### src/hdl/lsu_pkg.sv
`default_nettype none

package lsu_pkg;

  localparam int XLEN_W     = 64;
  localparam int VADDR_W    = 32;
  localparam int PADDR_W    = 16;
  localparam int PAGE_OFS_W = 12;

  localparam int VPN_W     = VADDR_W - PAGE_OFS_W;
  localparam int PPN_W     = PADDR_W - PAGE_OFS_W;
  localparam int REG_IDX_W = 5;
  localparam int INST_W    = 32;
  localparam int BE_W      = XLEN_W / 8;

  // Major opcodes handled by this pipe
  localparam logic [6:0] OPC_LOAD  = 7'b0000011;
  localparam logic [6:0] OPC_STORE = 7'b0100011;

  typedef logic [XLEN_W-1:0]    xlen_t;
  typedef logic [VADDR_W-1:0]   vaddr_t;
  typedef logic [PADDR_W-1:0]   paddr_t;
  typedef logic [VPN_W-1:0]     vpn_t;
  typedef logic [PPN_W-1:0]     ppn_t;
  typedef logic [REG_IDX_W-1:0] reg_idx_t;
  typedef logic [INST_W-1:0]    inst_t;
  typedef logic [BE_W-1:0]      byte_en_t;

  // Encoded as funct3[1:0] of the load/store
  typedef enum logic [1:0] {
    SIZE_B  = 2'd0,
    SIZE_H  = 2'd1,
    SIZE_W  = 2'd2,
    SIZE_DW = 2'd3
  } mem_size_t;

endpackage

`default_nettype wire

### src/hdl/lsu_pipe.sv
`default_nettype none

module lsu_pipe (
  input  logic               i_clk,
  input  logic               i_reset_n,
  input  logic               i_issue_valid,
  input  lsu_pkg::inst_t     i_issue_inst,
  input  logic               i_replay_valid,
  input  lsu_pkg::inst_t     i_replay_inst,
  output logic               o_issue_conflicted,
  output lsu_pkg::inst_t     o_dec_inst,
  input  logic               i_dec_is_load,
  input  logic               i_dec_is_store,
  input  lsu_pkg::mem_size_t i_dec_size,
  input  logic               i_dec_unsigned,
  input  lsu_pkg::vaddr_t    i_dec_imm,
  input  lsu_pkg::reg_idx_t  i_dec_rs1,
  input  lsu_pkg::reg_idx_t  i_dec_rs2,
  input  lsu_pkg::reg_idx_t  i_dec_rd,
  output lsu_pkg::reg_idx_t  o_rs1,
  output lsu_pkg::reg_idx_t  o_rs2,
  input  lsu_pkg::xlen_t     i_rs1_data,
  input  lsu_pkg::xlen_t     i_rs2_data,
  output lsu_pkg::vpn_t      o_tlb_vpn,
  input  logic               i_tlb_hit,
  input  lsu_pkg::ppn_t      i_tlb_ppn,
  output logic               o_tlb_miss_valid,
  output lsu_pkg::vpn_t      o_tlb_miss_vpn,
  output lsu_pkg::paddr_t    o_ram_rd_addr,
  input  lsu_pkg::xlen_t     i_ram_rd_data,
  output logic               o_ram_wr_valid,
  output lsu_pkg::paddr_t    o_ram_wr_addr,
  output lsu_pkg::byte_en_t  o_ram_wr_be,
  output lsu_pkg::xlen_t     o_ram_wr_data,
  output logic               o_ld_wb_valid,
  output lsu_pkg::reg_idx_t  o_ld_wb_rd,
  output lsu_pkg::xlen_t     o_ld_wb_data
);
  import lsu_pkg::*;

  logic      r_ex0_issue_valid;
  inst_t     r_ex0_issue_inst;
  logic      w_ex0_mem_op;

  logic      r_ex1_valid;
  logic      r_ex1_is_load;
  mem_size_t r_ex1_size;
  logic      r_ex1_unsigned;
  vaddr_t    r_ex1_imm;
  reg_idx_t  r_ex1_rs1;
  reg_idx_t  r_ex1_rs2;
  reg_idx_t  r_ex1_rd;
  vaddr_t    w_ex1_vaddr;
  vpn_t      w_ex1_vpn;
  paddr_t    w_ex1_paddr;
  logic [2:0] w_ex1_ofs;
  logic [2:0] w_ex1_align_mask;
  byte_en_t  w_ex1_be_base;
  logic      w_ex1_go;

  logic      r_ex2_valid;
  mem_size_t r_ex2_size;
  logic      r_ex2_unsigned;
  reg_idx_t  r_ex2_rd;
  logic [2:0] r_ex2_ofs;
  xlen_t     w_ex2_shifted;
  xlen_t     w_ex2_data;

  logic      r_ex3_valid;
  reg_idx_t  r_ex3_rd;
  xlen_t     r_ex3_data;

  // Replay wins over the fresh issue in EX0
  assign o_dec_inst         = i_replay_valid ? i_replay_inst : r_ex0_issue_inst;
  assign o_issue_conflicted = i_replay_valid && r_ex0_issue_valid;
  assign w_ex0_mem_op       = (i_replay_valid || r_ex0_issue_valid) &&
                              (i_dec_is_load || i_dec_is_store);

  // EX1 address generation and translation
  assign o_rs1       = r_ex1_rs1;
  assign o_rs2       = r_ex1_rs2;
  assign w_ex1_vaddr = i_rs1_data[VADDR_W-1:0] + r_ex1_imm;
  assign w_ex1_vpn   = w_ex1_vaddr[VADDR_W-1:PAGE_OFS_W];
  assign w_ex1_paddr = {i_tlb_ppn, w_ex1_vaddr[PAGE_OFS_W-1:0]};
  assign w_ex1_ofs   = w_ex1_vaddr[2:0];
  assign w_ex1_go    = r_ex1_valid && i_tlb_hit;

  assign o_tlb_vpn        = w_ex1_vpn;
  assign o_tlb_miss_valid = r_ex1_valid && !i_tlb_hit; // Kills the access
  assign o_tlb_miss_vpn   = w_ex1_vpn;

  always_comb begin
    case (r_ex1_size)
      SIZE_B: begin
        w_ex1_be_base    = 8'h01;
        w_ex1_align_mask = 3'b000;
      end
      SIZE_H: begin
        w_ex1_be_base    = 8'h03;
        w_ex1_align_mask = 3'b001;
      end
      SIZE_W: begin
        w_ex1_be_base    = 8'h0f;
        w_ex1_align_mask = 3'b011;
      end
      default: begin
        w_ex1_be_base    = 8'hff;
        w_ex1_align_mask = 3'b111;
      end
    endcase
  end

  assign o_ram_rd_addr  = w_ex1_paddr;
  assign o_ram_wr_valid = w_ex1_go && !r_ex1_is_load;
  assign o_ram_wr_addr  = w_ex1_paddr;
  assign o_ram_wr_be    = w_ex1_be_base << w_ex1_ofs;            // Lane position
  assign o_ram_wr_data  = i_rs2_data << {w_ex1_ofs, 3'b000};

  // EX2 lane select and extension
  assign w_ex2_shifted = i_ram_rd_data >> {r_ex2_ofs, 3'b000};

  always_comb begin
    case (r_ex2_size)
      SIZE_B: w_ex2_data = r_ex2_unsigned ? {{(XLEN_W-8){1'b0}}, w_ex2_shifted[7:0]} :
                           {{(XLEN_W-8){w_ex2_shifted[7]}}, w_ex2_shifted[7:0]};
      SIZE_H: w_ex2_data = r_ex2_unsigned ? {{(XLEN_W-16){1'b0}}, w_ex2_shifted[15:0]} :
                           {{(XLEN_W-16){w_ex2_shifted[15]}}, w_ex2_shifted[15:0]};
      SIZE_W: w_ex2_data = r_ex2_unsigned ? {{(XLEN_W-32){1'b0}}, w_ex2_shifted[31:0]} :
                           {{(XLEN_W-32){w_ex2_shifted[31]}}, w_ex2_shifted[31:0]};
      default: w_ex2_data = w_ex2_shifted;
    endcase
  end

  always_ff @(posedge i_clk, negedge i_reset_n) begin
    if (!i_reset_n) begin
      r_ex0_issue_valid <= 1'b0;
      r_ex1_valid       <= 1'b0;
      r_ex2_valid       <= 1'b0;
      r_ex3_valid       <= 1'b0;
    end else begin
      r_ex0_issue_valid <= i_issue_valid;
      r_ex1_valid       <= w_ex0_mem_op;
      r_ex2_valid       <= w_ex1_go && r_ex1_is_load; // Stores retire in EX1
      r_ex3_valid       <= r_ex2_valid;
    end
  end

  always_ff @(posedge i_clk) begin
    r_ex0_issue_inst <= i_issue_inst;
    r_ex1_is_load    <= i_dec_is_load;
    r_ex1_size       <= i_dec_size;
    r_ex1_unsigned   <= i_dec_unsigned;
    r_ex1_imm        <= i_dec_imm;
    r_ex1_rs1        <= i_dec_rs1;
    r_ex1_rs2        <= i_dec_rs2;
    r_ex1_rd         <= i_dec_rd;
    r_ex2_size       <= r_ex1_size;
    r_ex2_unsigned   <= r_ex1_unsigned;
    r_ex2_rd         <= r_ex1_rd;
    r_ex2_ofs        <= w_ex1_ofs;
    r_ex3_rd         <= r_ex2_rd;
    r_ex3_data       <= w_ex2_data;
  end

  assign o_ld_wb_valid = r_ex3_valid;
  assign o_ld_wb_rd    = r_ex3_rd;
  assign o_ld_wb_data  = r_ex3_data;

  a_ex1_aligned: assert property (@(posedge i_clk) disable iff (!i_reset_n)
    r_ex1_valid |-> ((w_ex1_ofs & w_ex1_align_mask) == 3'b000));

  // Writeback traces back to a LOAD opcode in EX0 three cycles earlier
  a_wb_from_load: assert property (@(posedge i_clk) disable iff (!i_reset_n)
    o_ld_wb_valid |-> $past(w_ex0_mem_op && (o_dec_inst[6:0] == OPC_LOAD), 3));

endmodule

`default_nettype wire

### config.mk
export PLATFORM = sky130hd
export DESIGN_NAME = lsu_pipe
export DESIGN_NICKNAME = d
export VERILOG_FILES = /design/src/hdl/lsu_pkg.sv /design/src/hdl/lsu_pipe.sv
export SDC_FILE = /design/constraint.sdc
export NUM_CORES = 1
export LEC_CHECK = 0
export BUFFER_PORTS_ARGS = -buffer_cell sky130_fd_sc_hd__buf_2
export CELL_PAD_IN_SITES_DETAIL_PLACEMENT = 1
export CELL_PAD_IN_SITES_GLOBAL_PLACEMENT = 2
export CORE_AREA = 2 2 224 226
export DETAILED_ROUTE_END_ITERATION = 16
export DIE_AREA = 0 0 226 228
export PLACE_DENSITY_LB_ADDON = 0.1
export SLEW_MARGIN = 20
export SYNTH_ARGS = -nofsm -noshare
export SYNTH_HDL_FRONTEND = slang
export SYNTH_SLANG_ARGS = --single-unit
### constraint.sdc
create_clock -name i_clk -period 3.7 [get_ports i_clk]
set_clock_uncertainty 0.2 [all_clocks]
set_input_delay 0.185 -clock i_clk [delete_from_list [all_inputs] [get_ports i_clk]]
set_output_delay 0.185 -clock i_clk [all_outputs]
set_load 0.005 [all_outputs]
==> flow_summary.yaml, run 1 <==
logic_synthesis:
  synth_top_flop_cell: "dfxtp_1"
  ys_seq_area_share_pct: 34.4
  top_post_synthesis_cells_by_area: "dfxtp_1, mux4_2, mux2i_1"
  synth_async_sr_flop_share_pct: 2.40
  syn-instance-count: 1073
  yosys_warnings: 0
  synth_area_um2: 9780
  syn_nets: 1422
  netlist-cell-type-count: 68
  netlist.area_leader.share_pct: 33.4
  avgSynthCellArea_um2: 9.12
  netlist.top_cell.by_area: "dfxtp_1"
  postSynthRegisterBits: 167
  synth_edf_count: 0
route:
  ant_nets: 0
  routed_wl_um: 45600
  dr.pass1.iters: 6
  route.vias.total: 10300
  drc_errors: 0
  dr.first_iter.drc_count: 348
  wl_per_cell_um: 19.4
  routed_via_density: 4.39
floorplan:
  num_io_pins: 576
  effective_utilization_at_floorplan_pct: 19.8
  placementRows: 82
  die_height_um: 228
  dieArea_um2: 51500
  core_um2: 49300
  chipWidth_um: 226
power_and_ir_drop:
  static_leakage_nw: 7.07
  intPower_mw: 4.16
  power.share.combinational_pct: 36.9
  vdd.ir_drop.worst_v: 0.000339
  clock_group_share_of_total_power_pct: 31.0
  p_seq_share_pct: 32.1
  power.net_switching_mw: 2.31
  power_density_nw_per_um2: 436
  sw_frac_of_total_pct: 35.7
hold_path:
  holdPathStages: 5
  hold_path.class: "in2reg"
timing:
  hold_violations: 0
  worst-slew-pin-transition_ns: 0.837
  final_period_minus_worst_setup_slack_ns: 3.53
  maximum_clock_frequency_ghz: 0.283
  max-slew-margin-rel_pct: 44.0
  finalSetupViolCount: 0
  grt_setup_unrepaired: "true"
  timing.final.max_slew_violations: 0
  final.setup.worst_slack_ns: 0.171
  timing.setup.tns_ns: 0
  fin_crit_sh_pct: 95.4
critical_path:
  crit_required_ns: 3.31
  cp.arrival_ns: 3.14
  timing_worst_setup_path_type: "reg2out"
  worst-path-buf-inv: 1
  cpPeakStageDelay_ns: 0.45
  chain_of_cells_forming_the_critical_path: "ha_4 -> fa_4 -> a21o_1 -> a221oi_4 -> o31a_1 -> o41ai_4 -> a21boi_2 -> o21bai_1 -> xor2_1 -> buf_2"
  minimum_setup_slack_among_reg_to_reg_paths_ns: 0.54
  number_of_stages_on_the_worst_setup_path: 10
  worstSetupEndpoint: "o_tlb_miss_vpn[18]"
  crit_fanout: 4
  r2r-start: "r_ex2_ofs[1]"
  cpLargestDelayFamily: "compound AO/OA/AOI/OAI gates"
  reg2regPathDepth: 8
  worstSetupEndpointType: "primary output"
  critPathLaunchType: "flop"
  critical-path-slowest-cell: "fa_4"
  worstSetupStartpoint: "r_ex1_imm[0]"
  r2r-end: "o_ld_wb_data[5]"
place:
  dp_slack_ns: 0.484
  gp_routability_congestion: 0.800
  place_area_um2: 12800
  detailed_place_hpwl_um: 36300
  place.port_buffers: 531
  dpl.cell_count: 2180
global_routing:
  grt_max_degree: 71
  grt_pass1_vias: 10900
  globalRouteTotalUtil_pct: 17.5
  grt_remaining_overflow: 0
  grt_antenna_before_repair: 19
  grt_pass1_wl_um: 67500
layout:
  design_area_um2: 14800
  finalNetCount: 2007
  post_route_cells_drive_above_1_share_pct: 42.7
  layout-area-overhead-vs-synth_pct: 51.6
  final_core_util_pct: 30.1
  final-instance-count-excl-fill: 2349
status:
  outcome: "complete, no violations"
clock_tree:
  cts-buffers-inserted: 17
  clock_sinks: 167
  cts_tree: "yes"
  clk_transition_reported_paths_ns: 0.07
  cts-root-buf: "clkbuf_16"
  cts_max_level: 4
  max-clock-path-buffers: 2
  clk_latency_ns: 0.47
run:
  timing.max_cap.violations: 0
[area by class of cell]
type / count / area (um2)
clock buffers: 17 / 425
repair buffers: 681 / 4130
inverters: 13 / 51.3
well taps: 672 / 841
flip-flops and latches: 167 / 3370
fillers: 5860 / 34500
clock inverters: 15 / 224
multi-input cells: 778 / 5780
diodes: 6 / 15.0
[state kept, by name, indices dropped and copies added (netlist names), 2 cells and up]
signal and count:
o_ld_wb_data 64, o_ld_wb_rd 5, o_rs1 5, o_rs2 5, r_ex0_issue_inst 32, r_ex1_imm 32
r_ex1_rd 5, r_ex1_size 2, r_ex2_ofs 3, r_ex2_rd 5, r_ex2_size 2
[timing repair]
| action | CTS | global route |
|---|---|---|
| pin swaps | 1 | 5 |
| buffers inserted | 1 | 3 |
| setup endpoints to repair | 8 | 25 |
| endpoints found under the hold margin | 132 | 0 |
| hold buffers | 127 | 0 |
| resized for setup | 1 | 7 |
[power groups by stage]
stage	Sequential, mW	Combinational (mW)	Clock (mW)
floorplan	2.11	1.33	0
global placement	2.12	2.30	0
detailed placement	2.12	2.29	0
CTS	2.08	2.43	2.11
global route	2.10	2.64	2.17
finish	2.07	2.39	2.00
[through the flow]
step	hold WS (ns)	power, mW
5_1_grt	0.0555	6.91
4_1_cts	0.00222	6.63
2_1_floorplan	-0.311	3.44
3_5_place_dp	-0.201	4.42
3_3_place_gp	-0.202	4.42
6_report	0.0287	6.47
[worst min path at each step]
stage,startpoint,to,slack (ns)
after floorplan,i_reset_n,o_ld_wb_valid,-0.31
after global placement,i_reset_n,r_ex0_issue_valid,-0.20
after detailed placement,i_reset_n,r_ex0_issue_valid,-0.20
after CTS,i_ram_rd_data[47],o_ld_wb_data[23],0.002
after global routing,i_ram_rd_data[9],o_ld_wb_data[1],0.06
final,i_ram_rd_data[47],o_ld_wb_data[23],0.03
[worst register-to-register path: stages, from the launching register on]
cell and delay [ns]:
dfxtp_2 0.44, buf_4 0.39, buf_4 0.43, mux2i_1 0.23, dlygate4sd3_1 0.57, nor2_1 0.04
a21oi_1 0.12, dlygate4sd3_1 0.55, o21ai_0 0.07
[cell families (layout without fill, tap and decap cells)]
logic type	count (synthesis)	in the layout	synth area share (%)
buffers and inverters	128	726	7.10
xor gates and xnor gates	30	30	2.69
and+or+nand+nor	278	278	12.3
adders and majority gates	32	32	4.17
other	0	6	0
muxes	167	167	22.2
DFF	167	167	34.4
AOI/OAI and AO/OA	271	271	17.1
[layer usage]
layer / GRT usage (%) / share of wire, %
met5: 0 / 0.31
met1: 20.3 / 41
met3: 6.45 / 7.8
met4: 4.95 / 1.7
met2: 30.0 / 49
[placed cells by master, fill, tap and decap left out, types with 6 or more instances in the layout]
cell	netlist	routed
buf_2	17	531
o21ai_1	11	10
mux2i_1	71	71
xor2_1	15	15
buf_4	41	21
ha_1	31	30
nor2_1	93	92
mux2_2	62	62
diode_2	0	6
dfxtp_1	163	160
mux4_2	34	34
o21ai_2	10	11
a31oi_1	11	11
nand3_1	23	23
a21oi_1	86	85
xnor2_1	15	13
and3_1	6	6
a211oi_1	16	16
clkbuf_16	0	17
a21o_1	9	9
nor2b_1	8	8
a22oi_1	17	17
and2_1	12	12
dlygate4sd3_1	0	127
nand4_1	6	6
o21ai_0	74	74
inv_1	11	11
nand2_1	115	115
[cells in the mapped netlist (2+ instances only)]
master and instances:
dfxtp_1 163, nand2_1 115, nor2_1 93, a21oi_1 86, o21ai_0 74, mux2i_1 71
mux2_2 62, buf_4 41, clkbuf_1 39, mux4_2 34, ha_1 31, nand3_1 23
a22oi_1 17, buf_2 17, a211oi_1 16, xnor2_1 15, xor2_1 15, and2_1 12
buf_1 12, a31oi_1 11, inv_1 11, o21ai_1 11, o21ai_2 10, a21o_1 9
nor2b_1 8, and3_1 6, nand4_1 6, buf_6 5, nor3_1 5, o21a_1 5
dfrtp_1 4, o21bai_1 4, o211ai_1 3, a21boi_1 2, a2bb2oi_1 2, a311oi_1 2
o31ai_1 2
Power figures use the tool's default switching activity.
==> run 2: changes to the inputs <==
--- a/config.mk
+++ b/config.mk
@@ -8,11 +8,13 @@
 export BUFFER_PORTS_ARGS = -buffer_cell sky130_fd_sc_hd__buf_2
 export CELL_PAD_IN_SITES_DETAIL_PLACEMENT = 1
 export CELL_PAD_IN_SITES_GLOBAL_PLACEMENT = 2
-export CORE_AREA = 2 2 224 226
+export CORE_AREA = 2 2 226 228
+export CTS_BUF_LIST = sky130_fd_sc_hd__clkbuf_8
 export DETAILED_ROUTE_END_ITERATION = 16
-export DIE_AREA = 0 0 226 228
+export DIE_AREA = 0 0 228 230
 export PLACE_DENSITY_LB_ADDON = 0.1
-export SLEW_MARGIN = 20
+export SKIP_CTS_REPAIR_TIMING = 1
+export SLEW_MARGIN = 10
 export SYNTH_ARGS = -nofsm -noshare
 export SYNTH_HDL_FRONTEND = slang
 export SYNTH_SLANG_ARGS = --single-unit
==> run 2 against run 1 <==
Compared with the run above:
- the run now ends with negative hold slack left
- utilization is 0.086 points lower
- worst setup slack worse by 0.15 ns
- sequential share of layout area down 0.17 points
- critical path type unchanged
==> flow_summary.yaml, run 2 (synthesized netlist as in run 1, its figures left out) <==
clock_tree:
  max-clock-path-buffers: 2
  clk_latency_ns: 0.57
  clock_sinks: 167
  cts-buffers-inserted: 17
  cts_tree: "yes"
  clk_transition_reported_paths_ns: 0.12
  cts-root-buf: "clkbuf_8"
  cts_max_level: 4
layout:
  combined_area_of_the_multi_input_logic_cells_um2: 5870
  layout-area-overhead-vs-synth_pct: 52.8
  finalNetCount: 2034
  mostFrequentLayoutCells: "buf_2, dfxtp_1, dlygate4sd3_1, nand2_1, nor2_1"
  flip_flop_count_of_the_largest_register_all_copies_and_words_added: 64
  ff_latch_area_um2: 3370
  most_common_cell_after_layout_fill_and_taps_aside: "buf_2"
  post_route_cells_drive_above_1_share_pct: 42.9
  final-instance-count-excl-fill: 2376
  design_area_um2: 14900
  final.fill_count: 5976
route:
  dr.pass1.iters: 4
  ant_nets: 0
  routed_wl_um: 45900
  routed_via_density: 4.38
  dr.first_iter.drc_count: 331
  wl_per_cell_um: 19.3
  route.vias.total: 10400
  drc_errors: 0
place:
  place.port_buffers: 531
  gp_routability_congestion: 0.805
  dp_slack_ns: 0.468
  place_area_um2: 12800
  dpl.cell_count: 2180
  detailed_place_hpwl_um: 36400
global_routing:
  grt_pass1_vias: 10500
  grt_pass1_wl_um: 66300
  grt_max_degree: 95
  grt_remaining_overflow: 0
  globalRouteTotalUtil_pct: 16.9
  grt_antenna_before_repair: 18
floorplan:
  placementRows: 82
  core_um2: 49900
  num_io_pins: 576
  die_height_um: 230
  dieArea_um2: 52400
  effective_utilization_at_floorplan_pct: 19.6
  chipWidth_um: 228
timing:
  fin_crit_sh_pct: 99.4
  hold_violations: 4
  maximum_clock_frequency_ghz: 0.272
  final.setup.worst_slack_ns: 0.0228
  worst-slew-pin-transition_ns: 0.832
  grt_setup_unrepaired: "true"
  final.hold.worst_slack_ns: -0.0646
  final_period_minus_worst_setup_slack_ns: 3.68
  finalSetupViolCount: 0
  max-slew-margin-rel_pct: 44.4
  timing.final.max_slew_violations: 0
power_and_ir_drop:
  vdd.ir_drop.worst_v: 0.000294
  p_seq_share_pct: 34.5
  power.share.combinational_pct: 41.6
  clock_group_share_of_total_power_pct: 23.9
  intPower_mw: 3.75
  sw_frac_of_total_pct: 37.4
  power.net_switching_mw: 2.24
  static_leakage_nw: 7.09
  power_density_nw_per_um2: 400
  total_power_mw: 5.98
critical_path:
  cp.arrival_ns: 3.29
  worstSetupEndpointType: "primary output"
  critical-path-slowest-cell: "fa_4"
  chain_of_cells_forming_the_critical_path: "ha_4 -> fa_4 -> a21o_1 -> a221oi_4 -> o31a_1 -> o41ai_4 -> a21boi_2 -> o21bai_1 -> xor2_1 -> buf_2"
  crit_fanout: 4
  crit_required_ns: 3.31
  cpPeakStageDelay_ns: 0.43
  timing_worst_setup_path_type: "reg2out"
  worst-path-buf-inv: 1
  cpLargestDelayFamily: "compound AO/OA/AOI/OAI gates"
  critPathLaunchType: "flop"
status:
  violated_checks: "negative hold slack"
  outcome: "finished, violations left"
run:
  timing.max_cap.violations: 0
hold_path:
  hold_path.class: "in2reg"
[run 2: cell types whose count changed in the layout (fill, tap and decap cells not counted), moves of 3 or more]
cell	change
clkbuf_16	-17
inv_6	+3
buf_4	+4
clkbuf_8	+18
dlygate4sd3_1	+21
[run 2: power by group through the flow]
stage / clock (mW) / combinational, mW / sequential, mW
finish: 1.43 / 2.49 / 2.06
global route: 1.59 / 2.75 / 2.08
CTS: 1.53 / 2.33 / 2.07
detailed placement: 0 / 2.32 / 2.11
global placement: 0 / 2.32 / 2.11
floorplan: 0 / 1.33 / 2.11
[run 2: area by class of cell]
cell class	count	area share (%)
antenna	6	0.100
clock inverter	14	1.05
sequential	167	22.5
multi-input combinational	778	39.3
timing repair buffer	708	29.4
tap	672	5.63
inverter	13	0.343
clock buffer	18	1.66
[run 2: final timing paths]
kind | from | end | slack (ns) | depth (start not counted)
hold / removal | i_ram_rd_data[1] | o_ld_wb_data[1] | -0.06 | 5
setup / recovery | r_ex1_imm[0] | o_tlb_miss_vpn[14] | 0.02 | 10
min in group asynchronous | i_reset_n | r_ex0_issue_valid | 0.34 | 3
hold reg to reg | r_ex2_rd[1] | o_ld_wb_rd[1] | 0.14 | 0
setup reg to reg | r_ex2_ofs[1] | o_ld_wb_data[3] | 0.73 | 6
max in group asynchronous | i_reset_n | o_ld_wb_valid | 2.78 | 3
[run 2: metrics by stage]
stage	util [%]	hold slack, ns	TNS (ns)
CTS	26.6	-0.856	-3.97
global route	29.9	0.0000854	-1.11
detailed placement	25.7	-0.195	0
floorplan	-	-0.311	0
global placement	25.7	-0.201	0
finish	30.0	-0.0646	0
[run 2: layer usage]
layer	vias to the layer above	global-route usage [%]	routed length, um
li1	5038	-	-
met1	4976	19.7	19200
met2	332	29.2	22900
met3	46	6.11	3240
met4	18	4.33	554
met5	-	0	117
[run 2: tightest hold or removal path, stage by stage]
cell	delay [ns]
buf_2	0.08
mux2i_1	0.06
nor2_1	0.10
a21oi_1	0.06
o21ai_0	0.17
==> run 3: changes to the inputs <==
--- a/config.mk
+++ b/config.mk
@@ -12,6 +12,7 @@
 export CTS_BUF_LIST = sky130_fd_sc_hd__clkbuf_8
 export DETAILED_ROUTE_END_ITERATION = 16
 export DIE_AREA = 0 0 228 230
+export MAX_ROUTING_LAYER = met4
 export PLACE_DENSITY_LB_ADDON = 0.1
 export SKIP_CTS_REPAIR_TIMING = 1
 export SLEW_MARGIN = 10
==> run 3 against run 2 <==
Compared with the run above:
- the run still ends with negative hold slack left
- flip-flop and latch count stayed put
- critical path depth stayed put
- critical endpoint unchanged
- first-iteration DRC count is 14% higher
- clock-buffer cell count stayed put
- worst setup slack worse by 0.012 ns
- non-clock buffer count is 1 higher
- combinational power hardly changed
- global-route usage is 0.49 points higher
- fmax is 0.32% lower
- total power hardly changed
- largest power group unchanged
- sequential power hardly changed
- wire length hardly changed
==> flow_summary.yaml, run 3 (synthesized netlist as in run 1, its figures left out) <==
status:
  outcome: "finished, violations left"
  violated_checks: "negative hold slack"
power_and_ir_drop:
  intPower_mw: 3.75
  power.share.combinational_pct: 41.6
  power.net_switching_mw: 2.24
  static_leakage_nw: 7.10
  sw_frac_of_total_pct: 37.4
  vdd.ir_drop.worst_v: 0.000294
  p_seq_share_pct: 34.5
  power_density_nw_per_um2: 399
  clock_group_share_of_total_power_pct: 23.9
clock_tree:
  cts_tree: "yes"
  cts-root-buf: "clkbuf_8"
  cts-buffers-inserted: 17
  cts_max_level: 4
  clk_transition_reported_paths_ns: 0.12
  clk_latency_ns: 0.57
  max-clock-path-buffers: 2
  clock_sinks: 167
global_routing:
  grt_pass1_wl_um: 66200
  grt_pass1_vias: 10500
  globalRouteTotalUtil_pct: 17.4
  grt_max_degree: 95
  grt_remaining_overflow: 0
  grt_antenna_before_repair: 18
timing:
  grt_setup_unrepaired: "true"
  timing.final.max_slew_violations: 0
  max-slew-margin-rel_pct: 45.1
  final.hold.worst_slack_ns: -0.0518
  final_period_minus_worst_setup_slack_ns: 3.69
  hold_violations: 5
  finalSetupViolCount: 0
  maximum_clock_frequency_ghz: 0.271
  worst-slew-pin-transition_ns: 0.821
  fin_crit_sh_pct: 99.7
layout:
  mostFrequentLayoutCells: "buf_2, dfxtp_1, dlygate4sd3_1, nand2_1, nor2_1"
  design_area_um2: 15000
  finalNetCount: 2035
  post_route_cells_drive_above_1_share_pct: 42.9
  flip_flop_count_of_the_largest_register_all_copies_and_words_added: 64
  layout-area-overhead-vs-synth_pct: 53.1
  most_common_cell_after_layout_fill_and_taps_aside: "buf_2"
  final.fill_count: 5986
route:
  routed_wl_um: 46000
  routed_via_density: 4.37
  route.layer.met1.wl_um: 19400
  route.top_layer_used: "met4"
  met3_wl_post_dr_um: 3100
  dr.first_iter.drc_count: 378
  met2WireLength_um: 22900
  route.vias.total: 10400
  dr.pass1.iters: 4
  drc_errors: 0
  wl_per_cell_um: 19.3
  ant_nets: 0
critical_path:
  critPathLaunchType: "flop"
  worstSetupEndpointType: "primary output"
  timing_worst_setup_path_type: "reg2out"
  r2r-start: "r_ex2_ofs[1]"
  minimum_setup_slack_among_reg_to_reg_paths_ns: 0.74
  reg2regPathDepth: 6
  crit_required_ns: 3.31
  worstSetupStartpoint: "r_ex1_imm[0]"
  crit_fanout: 4
  r2r-end: "o_ld_wb_data[3]"
  cp.arrival_ns: 3.30
  worstSetupEndpoint: "o_tlb_miss_vpn[14]"
place:
  place_area_um2: 12800
  place.port_buffers: 531
  gp_routability_congestion: 0.817
  detailed_place_hpwl_um: 36400
run:
  timing.max_cap.violations: 0
floorplan:
  die_height_um: 230
  num_io_pins: 576
  dieArea_um2: 52400
  effective_utilization_at_floorplan_pct: 19.6
  chipWidth_um: 228
  core_um2: 49900
  placementRows: 82
hold_path:
  hold_path.class: "in2reg"
-- run 3: cell count changes in the layout (fill, tap and decap cells not counted), sizes merged --
cell         previous run  this run
diode                   6        15
dlygate4sd3           148       149
-- run 3: through the flow --
| step | TNS, ns | worst slack (ns) | cells | power (mW) | utilization, % |
|---|---|---|---|---|---|
| 6_report | 0 | 0.0110 | 2386 | 5.98 | 30.0 |
| 5_1_grt | -1.14 | -0.193 | 2385 | 6.42 | 30.0 |
| 4_1_cts | -3.97 | -0.226 | 2212 | 5.93 | 26.6 |
| 3_5_place_dp | 0 | 0.468 | 2180 | 4.43 | 25.7 |
| 3_3_place_gp | 0 | 0.498 | 2180 | 4.43 | 25.7 |
| 2_1_floorplan | 0 | 0.923 | 1073 | 3.44 | - |
-- run 3: worst min-delay path by stage --
| stage | startpoint | to | slack (ns) | depth (start not counted) |
|---|---|---|---|---|
| after floorplan | i_reset_n | o_ld_wb_valid | -0.31 | 0 |
| after global placement | i_reset_n | r_ex0_issue_valid | -0.20 | 1 |
| after detailed placement | i_reset_n | o_ld_wb_valid | -0.19 | 1 |
| after CTS | i_reset_n | r_ex0_issue_valid | -0.86 | 1 |
| after global routing | i_ram_rd_data[30] | o_ld_wb_data[22] | 0.002 | 4 |
| final | i_ram_rd_data[1] | o_ld_wb_data[1] | -0.05 | 5 |
-- run 3: area by class of cell --
cell class	instances	area [um2]	share of cell area, %
Timing Repair Buffer	709	4400	29.4
Antenna cell	15	37.5	0.251
Tap cell	672	841	5.61
Inverter	13	51.3	0.343
Multi-Input combinational cell	778	5870	39.2
Clock buffer	18	248	1.65
Sequential cell	167	3370	22.5
Clock inverter	14	156	1.04
-- run 3: per-layer routing --
layer,vias to the layer above,track usage [%]
met5,-,-
met4,0,4.33
met3,32,5.88
met2,339,29.1
met1,5010,19.8
li1,5052,-
-- run 3: power groups by stage --
stage          clock network (mW)  logic, mW  registers [mW]
6_report                     1.43       2.49            2.06
5_1_grt                      1.59       2.75            2.08
4_1_cts                      1.53       2.33            2.07
3_5_place_dp                    0       2.32            2.11
3_3_place_gp                    0       2.32            2.11
2_1_floorplan                   0       1.33            2.11
-- run 3: worst max-delay path, cell delays in order, from the launching register on --
cell and delay (ns):
dfxtp_2 0.35, ha_4 0.17, fa_4 0.43, a21o_1 0.23
a221oi_4 0.32, o31a_1 0.31, o41ai_4 0.11, a21boi_2 0.26
o21bai_1 0.11, xor2_1 0.26, buf_2 0.17
